--- config.mk ---
export PLATFORM = sky130hd
export DESIGN_NAME = wisc_cpu
export DESIGN_NICKNAME = d
export VERILOG_FILES = /design/src/source/wisc_pkg.sv /design/src/source/wisc_ctrl_if.sv /design/src/source/wisc_alu.sv /design/src/source/wisc_cpu.sv /design/src/source/wisc_decode.sv /design/src/source/wisc_pc_unit.sv /design/src/source/wisc_regfile.sv /design/src/source/wisc_writeback.sv
export SDC_FILE = /design/constraint.sdc
export NUM_CORES = 1
export LEC_CHECK = 0
export BUFFER_PORTS_ARGS = -buffer_cell sky130_fd_sc_hd__buf_2
export CAP_MARGIN = 5
export CELL_PAD_IN_SITES_DETAIL_PLACEMENT = 0
export CELL_PAD_IN_SITES_GLOBAL_PLACEMENT = 1
export CORE_ASPECT_RATIO = 1.5
export CORE_UTILIZATION = 45
export CTS_BUF_LIST = sky130_fd_sc_hd__clkbuf_4 sky130_fd_sc_hd__clkbuf_8
export DETAILED_ROUTE_END_ITERATION = 12
export PLACE_DENSITY_LB_ADDON = 0.1
export SETUP_SLACK_MARGIN = 0.02
export SYNTH_ARGS = -nofsm -noshare
export SYNTH_HDL_FRONTEND = slang
export SYNTH_SLANG_ARGS = --single-unit
--- constraint.sdc ---
create_clock -name clk -period 13.2 [get_ports clk]
set_input_delay 2.64 -clock clk [delete_from_list [all_inputs] [get_ports clk]]
set_output_delay 2.64 -clock clk [all_outputs]
set_load 0.01 [all_outputs]
--- src/source/wisc_pkg.sv ---
package wisc_pkg;

	localparam int WORD_W   = 16;
	localparam int NUM_REGS = 16;
	localparam int REG_AW   = $clog2(NUM_REGS);

	// instruction field widths and positions.
	localparam int OPC_W    = 4;
	localparam int IMM_W    = 4;
	localparam int BYTE_W   = 8;
	localparam int BR_OFF_W = 9;
	localparam int OPC_LSB  = 12;
	localparam int RD_LSB   = 8;
	localparam int RS_LSB   = 4;
	localparam int RT_LSB   = 0;
	localparam int CC_LSB   = 9;

	localparam int FLAG_Z = 2; // flag vector is ordered Z, V, N from the top.
	localparam int FLAG_V = 1;
	localparam int FLAG_N = 0;

	typedef logic [WORD_W-1:0] word_t;
	typedef logic [REG_AW-1:0] reg_addr_t;
	typedef logic [2:0]        flags_t;

	typedef enum logic [OPC_W-1:0] {
		OP_ADD, OP_SUB, OP_XOR, OP_RED, OP_SLL, OP_SRA, OP_ROR, OP_PADDSB,
		OP_LW, OP_SW, OP_LHB, OP_LLB, OP_B, OP_BR, OP_PCS, OP_HLT
	} opcode_e;

	typedef enum logic [2:0] {
		CC_NE, CC_EQ, CC_GT, CC_LT, CC_GE, CC_LE, CC_OV, CC_UN
	} cond_e;

	typedef enum logic [1:0] {
		WB_ALU, WB_MEM, WB_PC_NEXT, WB_BYTE
	} wb_sel_e;

endpackage

--- src/source/wisc_ctrl_if.sv ---
`timescale 1ns/1ns

interface wisc_ctrl_if;

	wisc_pkg::reg_addr_t            src1;
	wisc_pkg::reg_addr_t            src2;
	wisc_pkg::reg_addr_t            dst;
	logic                           reg_we;
	wisc_pkg::word_t                imm; // already sign extended.
	logic [wisc_pkg::BYTE_W-1:0]    byte_imm;
	logic [wisc_pkg::BR_OFF_W-1:0]  br_off;
	wisc_pkg::opcode_e              op;
	logic                           use_imm;
	wisc_pkg::cond_e                cond;
	logic                           is_branch;
	logic                           is_branch_reg;
	logic                           mem_en;
	logic                           mem_wr;
	wisc_pkg::wb_sel_e              wb_sel;

	modport decode (output src1, src2, dst, reg_we, imm, byte_imm, br_off, op, use_imm,
		cond, is_branch, is_branch_reg, mem_en, mem_wr, wb_sel);
	modport regfile (input src1, src2, dst, reg_we);
	modport alu (input op, use_imm, imm);
	modport pc (input cond, is_branch, is_branch_reg, br_off);
	modport wb (input wb_sel, byte_imm, op);

endinterface

--- src/source/wisc_alu.sv ---
`timescale 1ns/1ns

module wisc_alu (
	input  logic             clk,
	input  logic             arst_n_i,
	wisc_ctrl_if.alu         ctrl,
	input  wisc_pkg::word_t  a_i,
	input  wisc_pkg::word_t  b_i,
	output wisc_pkg::word_t  result_o,
	output wisc_pkg::word_t  addr_o,
	output wisc_pkg::flags_t flags_o
);

	wisc_pkg::word_t  opnd_b;
	wisc_pkg::word_t  sum;
	wisc_pkg::word_t  diff;
	wisc_pkg::word_t  red;
	wisc_pkg::word_t  paddsb;
	wisc_pkg::flags_t flags_q;
	logic [wisc_pkg::IMM_W-1:0]    shamt;
	logic [2*wisc_pkg::WORD_W-1:0] rot_wide;
	logic sum_ovf;
	logic diff_ovf;

	assign opnd_b   = ctrl.use_imm ? ctrl.imm : b_i;
	assign shamt    = opnd_b[wisc_pkg::IMM_W-1:0];
	assign sum      = a_i + opnd_b;
	assign diff     = a_i - opnd_b;
	assign sum_ovf  = (a_i[15] == opnd_b[15]) && (sum[15] != a_i[15]);
	assign diff_ovf = (a_i[15] != opnd_b[15]) && (diff[15] != a_i[15]);
	assign rot_wide = {a_i, a_i} >> shamt;

	// four signed bytes summed at full width.
	assign red = {{8{a_i[15]}}, a_i[15:8]} + {{8{a_i[7]}}, a_i[7:0]}
		+ {{8{opnd_b[15]}}, opnd_b[15:8]} + {{8{opnd_b[7]}}, opnd_b[7:0]};

	always_comb begin
		logic [4:0] nib_sum;
		for (int i = 0; i < 4; i++) begin
			nib_sum = {a_i[4*i+3], a_i[4*i +: 4]} + {opnd_b[4*i+3], opnd_b[4*i +: 4]};
			if (nib_sum[4] != nib_sum[3]) begin
				paddsb[4*i +: 4] = nib_sum[4] ? 4'h8 : 4'h7; // clamp to the signed nibble range.
			end else begin
				paddsb[4*i +: 4] = nib_sum[3:0];
			end
		end
	end

	always_comb begin
		case (ctrl.op)
			wisc_pkg::OP_SUB:    result_o = diff;
			wisc_pkg::OP_XOR:    result_o = a_i ^ opnd_b;
			wisc_pkg::OP_RED:    result_o = red;
			wisc_pkg::OP_SLL:    result_o = a_i << shamt;
			wisc_pkg::OP_SRA:    result_o = $signed(a_i) >>> shamt;
			wisc_pkg::OP_ROR:    result_o = rot_wide[wisc_pkg::WORD_W-1:0];
			wisc_pkg::OP_PADDSB: result_o = paddsb;
			default:             result_o = sum;
		endcase
	end

	// word address from a halfword offset.
	assign addr_o = {a_i[15:1], 1'b0} + {ctrl.imm[14:0], 1'b0};

	always_ff @(posedge clk or negedge arst_n_i) begin
		if (!arst_n_i) begin
			flags_q <= '0;
		end else begin
			case (ctrl.op)
				wisc_pkg::OP_ADD: flags_q <= {sum == '0, sum_ovf, sum[15]};
				wisc_pkg::OP_SUB: flags_q <= {diff == '0, diff_ovf, diff[15]};
				wisc_pkg::OP_XOR, wisc_pkg::OP_SLL, wisc_pkg::OP_SRA, wisc_pkg::OP_ROR: begin
					flags_q[wisc_pkg::FLAG_Z] <= (result_o == '0);
				end
				default: ;
			endcase
		end
	end

	assign flags_o = flags_q;

endmodule

--- src/source/wisc_cpu.sv ---
`timescale 1ns/1ns

module wisc_cpu (
	input  logic            clk,
	input  logic            arst_n_i,
	input  wisc_pkg::word_t imem_data_i,
	input  wisc_pkg::word_t dmem_rdata_i,
	output wisc_pkg::word_t imem_addr_o,
	output wisc_pkg::word_t dmem_addr_o,
	output wisc_pkg::word_t dmem_wdata_o,
	output logic            dmem_en_o,
	output logic            dmem_wr_o,
	output logic            hlt_o
);

	wisc_pkg::word_t  rdata1;
	wisc_pkg::word_t  rdata2;
	wisc_pkg::word_t  alu_result;
	wisc_pkg::word_t  alu_addr;
	wisc_pkg::word_t  pc_plus2;
	wisc_pkg::word_t  wdata;
	wisc_pkg::flags_t flags;
	logic hlt;

	wisc_ctrl_if ctrl_bus ();

	wisc_decode decode_inst (.instr_i(imem_data_i), .ctrl(ctrl_bus.decode), .hlt_o(hlt));

	wisc_regfile regfile_inst (.clk(clk), .arst_n_i(arst_n_i), .ctrl(ctrl_bus.regfile),
		.wdata_i(wdata), .rdata1_o(rdata1), .rdata2_o(rdata2));

	wisc_alu alu_inst (.clk(clk), .arst_n_i(arst_n_i), .ctrl(ctrl_bus.alu), .a_i(rdata1),
		.b_i(rdata2), .result_o(alu_result), .addr_o(alu_addr), .flags_o(flags));

	// BR jumps to the src1 register value.
	wisc_pc_unit pc_unit_inst (.clk(clk), .arst_n_i(arst_n_i), .ctrl(ctrl_bus.pc), .hlt_i(hlt),
		.flags_i(flags), .target_i(rdata1), .pc_o(imem_addr_o), .pc_plus2_o(pc_plus2));

	wisc_writeback writeback_inst (.ctrl(ctrl_bus.wb), .alu_i(alu_result), .mem_i(dmem_rdata_i),
		.pc_plus2_i(pc_plus2), .merge_base_i(rdata1), .wdata_o(wdata));

	assign dmem_addr_o  = alu_addr;
	assign dmem_wdata_o = rdata2; // SW routes its data register onto src2.
	assign dmem_en_o    = ctrl_bus.mem_en;
	assign dmem_wr_o    = ctrl_bus.mem_wr;
	assign hlt_o        = hlt;

endmodule

--- src/source/wisc_decode.sv ---
`timescale 1ns/1ns

module wisc_decode (
	input  wisc_pkg::word_t instr_i,
	wisc_ctrl_if.decode     ctrl,
	output logic            hlt_o
);

	wisc_pkg::opcode_e opcode;

	assign opcode = wisc_pkg::opcode_e'(instr_i[wisc_pkg::OPC_LSB +: wisc_pkg::OPC_W]);

	assign ctrl.op       = opcode;
	assign ctrl.dst      = instr_i[wisc_pkg::RD_LSB +: wisc_pkg::REG_AW];
	assign ctrl.imm      = {{(wisc_pkg::WORD_W-wisc_pkg::IMM_W){instr_i[wisc_pkg::IMM_W-1]}},
		instr_i[wisc_pkg::IMM_W-1:0]};
	assign ctrl.byte_imm = instr_i[wisc_pkg::BYTE_W-1:0];
	assign ctrl.br_off   = instr_i[wisc_pkg::BR_OFF_W-1:0];
	assign ctrl.cond     = wisc_pkg::cond_e'(instr_i[wisc_pkg::CC_LSB +: 3]);
	assign hlt_o         = (opcode == wisc_pkg::OP_HLT);

	always_comb begin
		ctrl.src1          = instr_i[wisc_pkg::RS_LSB +: wisc_pkg::REG_AW];
		ctrl.src2          = instr_i[wisc_pkg::RT_LSB +: wisc_pkg::REG_AW];
		ctrl.reg_we        = 1'b0;
		ctrl.use_imm       = 1'b0;
		ctrl.mem_en        = 1'b0;
		ctrl.mem_wr        = 1'b0;
		ctrl.is_branch     = 1'b0;
		ctrl.is_branch_reg = 1'b0;
		ctrl.wb_sel        = wisc_pkg::WB_ALU;
		case (opcode)
			wisc_pkg::OP_ADD, wisc_pkg::OP_SUB, wisc_pkg::OP_XOR,
			wisc_pkg::OP_RED, wisc_pkg::OP_PADDSB: begin
				ctrl.reg_we = 1'b1;
			end
			wisc_pkg::OP_SLL, wisc_pkg::OP_SRA, wisc_pkg::OP_ROR: begin
				ctrl.reg_we  = 1'b1;
				ctrl.use_imm = 1'b1;
			end
			wisc_pkg::OP_LW: begin
				ctrl.reg_we  = 1'b1;
				ctrl.use_imm = 1'b1;
				ctrl.mem_en  = 1'b1;
				ctrl.wb_sel  = wisc_pkg::WB_MEM;
			end
			wisc_pkg::OP_SW: begin
				ctrl.use_imm = 1'b1;
				ctrl.mem_en  = 1'b1;
				ctrl.mem_wr  = 1'b1;
				ctrl.src2    = instr_i[wisc_pkg::RD_LSB +: wisc_pkg::REG_AW]; // store data register.
			end
			wisc_pkg::OP_LHB, wisc_pkg::OP_LLB: begin
				ctrl.reg_we = 1'b1;
				ctrl.src1   = instr_i[wisc_pkg::RD_LSB +: wisc_pkg::REG_AW]; // merge base is dst.
				ctrl.wb_sel = wisc_pkg::WB_BYTE;
			end
			wisc_pkg::OP_B:   ctrl.is_branch = 1'b1;
			wisc_pkg::OP_BR:  ctrl.is_branch_reg = 1'b1;
			wisc_pkg::OP_PCS: begin
				ctrl.reg_we = 1'b1;
				ctrl.wb_sel = wisc_pkg::WB_PC_NEXT;
			end
			default: ; // HLT only stops the PC.
		endcase
	end

endmodule

--- src/source/wisc_pc_unit.sv ---
`timescale 1ns/1ns

module wisc_pc_unit (
	input  logic             clk,
	input  logic             arst_n_i,
	wisc_ctrl_if.pc          ctrl,
	input  logic             hlt_i,
	input  wisc_pkg::flags_t flags_i,
	input  wisc_pkg::word_t  target_i,
	output wisc_pkg::word_t  pc_o,
	output wisc_pkg::word_t  pc_plus2_o
);

	wisc_pkg::word_t pc_q;
	wisc_pkg::word_t pc_next;
	wisc_pkg::word_t br_target;
	logic flag_z;
	logic flag_v;
	logic flag_n;
	logic taken;

	assign flag_z = flags_i[wisc_pkg::FLAG_Z];
	assign flag_v = flags_i[wisc_pkg::FLAG_V];
	assign flag_n = flags_i[wisc_pkg::FLAG_N];

	always_comb begin
		case (ctrl.cond)
			wisc_pkg::CC_NE: taken = !flag_z;
			wisc_pkg::CC_EQ: taken = flag_z;
			wisc_pkg::CC_GT: taken = !flag_z && !flag_n;
			wisc_pkg::CC_LT: taken = flag_n;
			wisc_pkg::CC_GE: taken = flag_z || !flag_n;
			wisc_pkg::CC_LE: taken = flag_z || flag_n;
			wisc_pkg::CC_OV: taken = flag_v;
			default:         taken = 1'b1;
		endcase
	end

	assign pc_plus2_o = pc_q + 16'd2;
	assign br_target  = pc_plus2_o + {{(wisc_pkg::WORD_W-wisc_pkg::BR_OFF_W-1){ctrl.br_off[8]}},
		ctrl.br_off, 1'b0};

	always_comb begin
		if (hlt_i) begin
			pc_next = pc_q; // halted core refetches the same word.
		end else if (ctrl.is_branch && taken) begin
			pc_next = br_target;
		end else if (ctrl.is_branch_reg && taken) begin
			pc_next = target_i;
		end else begin
			pc_next = pc_plus2_o;
		end
	end

	always_ff @(posedge clk or negedge arst_n_i) begin
		if (!arst_n_i) pc_q <= '0;
		else           pc_q <= pc_next;
	end

	assign pc_o = pc_q;

endmodule

--- src/source/wisc_regfile.sv ---
`timescale 1ns/1ns

module wisc_regfile (
	input  logic            clk,
	input  logic            arst_n_i,
	wisc_ctrl_if.regfile    ctrl,
	input  wisc_pkg::word_t wdata_i,
	output wisc_pkg::word_t rdata1_o,
	output wisc_pkg::word_t rdata2_o
);

	wisc_pkg::word_t regs [wisc_pkg::NUM_REGS];

	logic wr_en;

	assign wr_en = ctrl.reg_we && (ctrl.dst != '0); // R0 is never written.

	always_ff @(posedge clk or negedge arst_n_i) begin
		if (!arst_n_i) begin
			regs <= '{default: '0};
		end else if (wr_en) begin
			regs[ctrl.dst] <= wdata_i;
		end
	end

	// reads see the old value in the cycle that writes the same register.
	always_comb begin
		if (ctrl.src1 == '0) begin
			rdata1_o = '0;
		end else begin
			rdata1_o = regs[ctrl.src1];
		end
	end

	always_comb begin
		if (ctrl.src2 == '0) begin
			rdata2_o = '0;
		end else begin
			rdata2_o = regs[ctrl.src2];
		end
	end

endmodule

--- src/source/wisc_writeback.sv ---
`timescale 1ns/1ns

module wisc_writeback (
	wisc_ctrl_if.wb         ctrl,
	input  wisc_pkg::word_t alu_i,
	input  wisc_pkg::word_t mem_i,
	input  wisc_pkg::word_t pc_plus2_i,
	input  wisc_pkg::word_t merge_base_i,
	output wisc_pkg::word_t wdata_o
);

	localparam int BW = wisc_pkg::BYTE_W;

	wisc_pkg::word_t byte_merge;

	// LHB replaces the upper byte and LLB the lower one.
	always_comb begin
		if (ctrl.op == wisc_pkg::OP_LHB) begin
			byte_merge = {ctrl.byte_imm, merge_base_i[BW-1:0]};
		end else begin
			byte_merge = {merge_base_i[wisc_pkg::WORD_W-1:BW], ctrl.byte_imm};
		end
	end

	always_comb begin
		case (ctrl.wb_sel)
			wisc_pkg::WB_MEM:     wdata_o = mem_i;
			wisc_pkg::WB_PC_NEXT: wdata_o = pc_plus2_i;
			wisc_pkg::WB_BYTE:    wdata_o = byte_merge;
			default:              wdata_o = alu_i;
		endcase
	end

endmodule

==> results of run 1 <==
-- final timing paths --
kind	from	end	slack, ns	cells after the start
max	imem_data_i[14]	dmem_addr_o[15]	1.80	24
min	regfile_inst.regs[254]	regfile_inst.regs[254]	0.38	0
max reg2reg	regfile_inst.regs[73]	regfile_inst.regs[126]	5.58	26
min reg2reg	regfile_inst.regs[254]	regfile_inst.regs[254]	0.38	0
max in group asynchronous	arst_n_i	pc_unit_inst.pc_o[9]	9.69	2
min in group asynchronous	arst_n_i	regfile_inst.regs[37]	2.14	1
-- layer usage --
| layer | part of all wire [%] | track usage [%] |
|---|---|---|
| met1 | 35 | 45.77 |
| met2 | 48 | 69.51 |
| met5 | 0.062 | 0 |
| met4 | 9.5 | 34.71 |
| met3 | 8.2 | 9.492 |
-- layout by cell type (no fill, tap or decap), types with 9 or more instances in the layout --
master / synthesis / layout
o21ai_1: 18 / 18
a211oi_1: 101 / 100
and2_1: 11 / 11
xor2_1: 15 / 15
fa_1: 17 / 17
nand3_1: 49 / 49
o21bai_1: 22 / 22
a22oi_1: 15 / 15
dfrtp_1: 260 / 260
mux2i_1: 167 / 163
a2111oi_0: 17 / 17
o21ai_0: 206 / 206
a311oi_1: 28 / 28
o221ai_1: 20 / 20
nor2b_1: 23 / 23
buf_2: 61 / 82
nand4_1: 16 / 16
o22ai_1: 16 / 16
a31oi_1: 29 / 29
o21a_1: 9 / 9
nor2_1: 232 / 228
inv_1: 135 / 135
o31ai_1: 15 / 13
buf_4: 6 / 87
clkbuf_8: 0 / 52
a21o_1: 15 / 14
a32oi_1: 22 / 22
ha_1: 79 / 79
clkbuf_4: 0 / 9
xnor2_1: 66 / 66
nand2_1: 371 / 371
mux2_2: 31 / 32
nand2b_1: 41 / 41
nor3_1: 35 / 32
and3_1: 12 / 12
nor4_1: 18 / 18
a21oi_1: 289 / 287
or3_1: 10 / 10
mux4_2: 37 / 37
-- where the power goes --
group	internal, uW	switching, uW	total, uW
registers	1110	321	1440
logic	1160	2070	3230
clock network	418	356	774
total	2700	2740	5440
-- state kept, by name, summed over array words and instances (netlist names) --
signal,count
pc_unit_inst.pc_o,16
alu_inst.flags_o,3
regfile_inst.regs,241
-- worst register-to-register path: cells and delay by family (launching register included) --
kind	cells	cell delay [ns]
buffers and inverters	1	0.05
muxes	2	0.64
and+or+nand+nor	5	0.66
AOI/OAI and AO/OA	14	4.52
adders and majority gates	4	1.22
DFF	1	0.41
-- layout make-up --
type	instances	area, um2	share of cell area (%)
multi-input cells	2154	14420	59.35
flip-flops and latches	260	6506	26.78
repair buffers	172	1106	4.553
well taps	656	820.8	3.379
clock buffers	60	775.7	3.193
inverters	141	536.8	2.210
clock inverters	11	122.6	0.5048
diodes	3	7.507	0.03090
-- logic make-up after synthesis --
logic type | after synthesis | synth area share [%]
XOR/XNOR | 81 | 3.173
flip-flops | 260 | 29.10
AND/OR/NAND/NOR | 835 | 16.34
multiplexers | 242 | 13.21
buffers and inverters | 367 | 6.845
adder cells (fa/ha/maj) | 96 | 5.944
other | 1 | 0.01677
AO/OA/AOI/OAI | 899 | 25.36
-- stage by stage --
| step | hold WS [ns] | cells | power, uW |
|---|---|---|---|
| floorplan | 0.4245 | 2781 | 3402 |
| global placement | 0.3632 | 3381 | 4499 |
| detailed placement | 0.3643 | 3381 | 4544 |
| CTS | 0.3782 | 3452 | 5330 |
| global route | 0.3979 | 3455 | 5721 |
| finish | 0.3824 | 3457 | 5440 |
==> flow_metrics.tcl, run 1 <==
set metrics [dict create \
    wl_um 105200 \
    worstMarginPinSlew_ns 1.322 \
    coreArea_um2 48800 \
    clk_pin_slew_ns 0.06 \
    insertion_delay_ns 0.61 \
    synth-main-ff-cell "dfrtp_1" \
    final_antenna_net_count 0 \
    skew_ns 0.04870 \
    synth_nets 2911 \
    drive_above_1_share_pct 12.72 \
    dr.pass1.iters 6 \
    crit_fanout 37 \
    required_ns 10.56 \
    placed_cell_area_um2 23360 \
    rsz0062_at_grt "false" \
    cts_setup_buffers 0 \
    grt_max_degree 142 \
    die-area_um2 50590 \
    syn_inst 2781 \
    first_iter_violations 2072 \
    synth.area.top_cells "dfrtp_1 (29%), mux2i_1 (7.5%), a21oi_1 (6.5%)" \
    crit_path_end_kind "output port" \
    post-route-util_pct 49.77 \
    cpMostUsedCell "a21oi_1" \
    setup_ws_ns 1.801 \
    hpwl_um 74690 \
    initial_core_util_pct 45.81 \
    num_rows 99 \
    stdcell_area_um2 24290 \
    crit_family "compound AO/OA/AOI/OAI gates" \
    p_leak_uw 0.01032 \
    die_h_um 275.0 \
    cp-start-kind "primary input" \
    post-route-min-period_ns 11.40 \
    setup_viol_count_final 0 \
    port_buffers 83 \
    die_x_um 184.0 \
    post-route-period-util_pct 86.36 \
    cp_data_arrival_time_ns 8.76 \
    pwr_density_cell_nw_per_um2 224.0 \
    grt_antenna_before_repair 8 \
    irDropWorstVdd_mv 0.1853 \
    synth-edff-count 0 \
    crit_buf_inv 6 \
    synth_seq_cells 260 \
    areaGrowthSynthToFinish_pct 8.658 \
    hold_viol_final 0 \
    crit_type "in -> out" \
    cts_sinks 260 \
    fillers 4962 \
    wl_per_cell_um 30.42 \
    synth_area_um2 22360 \
    min_path_type "reg -> reg" \
    syn_area_per_cell_um2 8.039 \
    clk_path_buf_depth 3 \
    slew_headroom_pct 11.43 \
    cts_buffers 41 \
    yosys.area.top_type "dfrtp_1" \
    critPathSlowestCell "mux2i_2" \
    yosysMostFrequentCell "nand2_1" \
    cts_root_buffer "clkbuf_8" \
    dp_slack_ns 1.873 \
    synth-seq-area-share_pct 29.10 \
    ioPinCount 85 \
    fin_tns_setup_ns 0 \
    cts_tree "done" \
    grt_pass1_wl_um 151700 \
    drc 0 \
    grtUsageTotal_pct 41.94 \
    gp_congestion 1.067 \
    max_cap_violations 0 \
    ys_async_sr_fraction_pct 100.0 \
    critPathMaxStageDelay_ns 0.96 \
    run_status "finished clean" \
    yosysWarnings 0 \
    ys_types 88 \
    grt_pass1_vias 21860 \
    htree_levels 2 \
    max_freq_ghz 0.08773 \
    crit_chain "buf_2, nand3b_1, buf_4, mux2i_2, buf_4, a21oi_1, o311ai_1, buf_4, inv_1, fa_1, a21o_1, a21oi_1, o21bai_1, a21oi_1, o21bai_1, a21oi_1, nor2b_1, o21a_1, o21ai_0, nand2b_1, a21oi_1, o21ai_0, xnor2_1, buf_2" \
    final_max_slew_viol_count 0 \
    via_per_inst 6.566 \
    final_nets 2900 \
    synth_top_cell_area_share_pct 29.10 \
    overflow 0 \
    synth_top_cells_by_count "nand2_1 (371), a21oi_1 (289), dfrtp_1 (260)" \
    vias 22700 \
    cts-hold-fix-buffers 0 \
    post_cts_resized 0 \
]
Note: power is estimated with default switching activity, not from simulation.
==> inputs of run 2 (changes only) <==
Settings changed: SLEW_MARGIN from default to 15, SYNTH_HIERARCHICAL from default to 1, TNS_END_PERCENT from default to 20.
==> flow_metrics.tcl, run 2 <==
set metrics [dict create \
    power_frac_comb_pct 64.8 \
    crit_type "in -> out" \
    gp_congestion 0.9924 \
    synth-seq-area-share_pct 28.78 \
    hpwl_um 62440 \
    drive_above_1_share_pct 31.76 \
    skew_ns 0.04639 \
    swShare_pct 48.12 \
    first_iter_violations 1438 \
    grt_pass1_wl_um 127200 \
    cts-hold-fix-buffers 0 \
    critPathMaxStageDelay_ns 0.65 \
    insertion_delay_ns 0.61 \
    min_to "regfile_inst/regs[237]" \
    synth-main-ff-cell "dfrtp_1" \
    synth_nets 2255 \
    fillers 4660 \
    clkPwrFrac_pct 12.3 \
    synth_area_um2 22520 \
    cts_sinks 259 \
    initial_core_util_pct 45.46 \
    cp_data_arrival_time_ns 8.36 \
    ys_async_sr_fraction_pct 100.0 \
    required_ns 10.56 \
    num_rows 100 \
    crit_chain "buf_2, nand3b_4, mux2_4, buf_4, mux2_2, a221oi_1, o31ai_4, buf_4, ha_1, inv_1, fa_1, nor2b_1, o21ai_0, a21boi_0, o21ai_0, a21boi_0, o21ai_0, a21o_1, a21oi_1, or4_1, and3_1, buf_2" \
    areaGrowthSynthToFinish_pct 7.911 \
    largest_reg_flops 240 \
    hp-start "regfile_inst/regs[237]" \
    vias 18470 \
    final_antenna_net_count 0 \
    syn_area_per_cell_um2 10.63 \
    die_x_um 184.7 \
    post-route-util_pct 49.05 \
    final_nets 2249 \
    synth.area.top_cells "dfrtp_1 (29%), mux2_2 (12%), mux4_2 (11%)" \
    pwr_density_cell_nw_per_um2 276.8 \
    grtUsageTotal_pct 34.19 \
    wl_per_cell_um 30.75 \
    post-route-min-period_ns 11.00 \
    r2r_end "regfile_inst/regs[239]" \
    yosysMostFrequentCell "dfrtp_1" \
    max_freq_ghz 0.09089 \
    final_max_slew_viol_count 0 \
    cts_setup_buffers 0 \
    coreArea_um2 49550 \
    cts_buffers 44 \
    ys_types 103 \
    grt_antenna_before_repair 1 \
    crit_path_end_kind "output port" \
    syn_inst 2118 \
    drc 0 \
    run_status "finished clean" \
    synth_seq_cells 259 \
    post-route-period-util_pct 83.35 \
    max_cap_violations 0 \
    final_common_cell "dfrtp_1" \
    ioPinCount 85 \
    synth-edff-count 0 \
    port_buffers 83 \
    die-area_um2 50970 \
    slew_headroom_pct 16.65 \
    via_per_inst 6.575 \
    overflow 0 \
    crit_buf_inv 5 \
    largest-register "regfile_inst/regs" \
    reg2reg_slack_ns 6.21 \
    die_h_um 276 \
    yosys.area.top_type "dfrtp_1" \
    cts_root_buffer "clkbuf_8" \
    p_int_uw 3490 \
    pwr-share-seq_pct 23.0 \
    holdPathStages 1 \
    htree_levels 2 \
    cts_tree "done" \
    rr_worst_depth 23 \
    post_cts_resized 0 \
    synth_top_cell_area_share_pct 28.78 \
    hold_viol_final 0 \
    critPathSlowestCell "mux2_4" \
    power.switching_uw 3237 \
    cp-start-kind "primary input" \
    dr.pass1.iters 5 \
    layout_common_cells "dfrtp_1 (259), mux2_2 (239), nor2_1 (116)" \
    clk_pin_slew_ns 0.06 \
    irDropWorstVdd_mv 0.1236 \
    r2r_start "regfile_inst/regs[96]" \
    cpMostUsedCell "o21ai_0" \
    grt_max_degree 157 \
    clk_path_buf_depth 3 \
    synth_top_cells_by_count "dfrtp_1 (259), mux2_2 (239), nor2_1 (118)" \
    worstMarginPinSlew_ns 1.243 \
    crit_fanout 38 \
    p_leak_uw 0.01003 \
    setup_viol_count_final 0 \
    grt_pass1_vias 19370 \
    min_path_type "reg -> reg" \
    rsz0062_at_grt "false" \
    crit_family "compound AO/OA/AOI/OAI gates" \
    wl_um 86370 \
    yosysWarnings 6 \
    fin_tns_setup_ns 0 \
]
## run 2: cell type report
| type | instances | area (um2) | area share (%) |
|---|---|---|---|
| clock buffers | 64 | 837.1 | 3.444 |
| diodes | 2 | 5.005 | 0.02059 |
| multi-input cells | 1562 | 14690 | 60.45 |
| clock inverters | 14 | 167.7 | 0.6898 |
| well taps | 663 | 829.5 | 3.413 |
| flip-flops and latches | 259 | 6481 | 26.67 |
| repair buffers | 146 | 914.6 | 3.763 |
| inverters | 99 | 376.6 | 1.550 |
## run 2: logic make-up (layout without fill, tap and decap cells)
kind of cell	after synthesis	in the layout	synth area share [%]
adders and majority gates	104	104	6.566
xor gates and xnor gates	74	74	2.878
AOI/OAI and AO/OA	439	439	13.79
DFF	259	259	28.78
buffers and inverters	297	323	6.972
other	1	3	0.01665
and+or+nand+nor	458	458	10.93
muxes	486	486	30.07
## run 2: per-layer routing
layer  GRT usage (%)  wire length (um)  up-vias
met5               0                 0        -
met4           26.00              7391        0
met3           4.597              4390      337
met2           59.11             43850      808
met1           37.69             30740     9350
li1                -                 -     7974
## run 2: per-stage QoR
step / cell area (um2) / worst slack, ns / hold WS, ns / std cells / power, uW
finish: 24300 / 2.198 / 0.5187 / 2809 / 6727
CTS: 24280 / 2.236 / 0.5188 / 2807 / 6675
floorplan: 22520 / 3.320 / 0.4758 / 2118 / 4372
global placement: 23250 / 1.921 / 0.4921 / 2728 / 5795
detailed placement: 23280 / 1.937 / 0.5045 / 2729 / 5827
global route: 24300 / 1.839 / 0.5379 / 2808 / 7126
## run 2: power groups by stage
| stage | Combinational [uW] | Clock (uW) | Sequential (uW) |
|---|---|---|---|
| 3_3_place_gp | 4270 | 0 | 1530 |
| 3_5_place_dp | 4280 | 0 | 1540 |
| 5_1_grt | 4660 | 881 | 1590 |
| 6_report | 4360 | 824 | 1540 |
| 4_1_cts | 4300 | 843 | 1530 |
| 2_1_floorplan | 2960 | 0 | 1410 |
## run 2: how the worst max path moves through the flow
stage                     from                     end  slack [ns]  cells past startpoint
2_1_floorplan  imem_data_i[13]         dmem_addr_o[15]        3.32                     21
3_3_place_gp   imem_data_i[15]  regfile_inst/regs[105]        1.92                     26
3_5_place_dp   imem_data_i[15]  regfile_inst/regs[206]        1.94                     23
4_1_cts        imem_data_i[15]         dmem_addr_o[15]        2.24                     22
5_1_grt        imem_data_i[15]         dmem_addr_o[15]        1.84                     22
6_report       imem_data_i[15]         dmem_addr_o[15]        2.20                     22
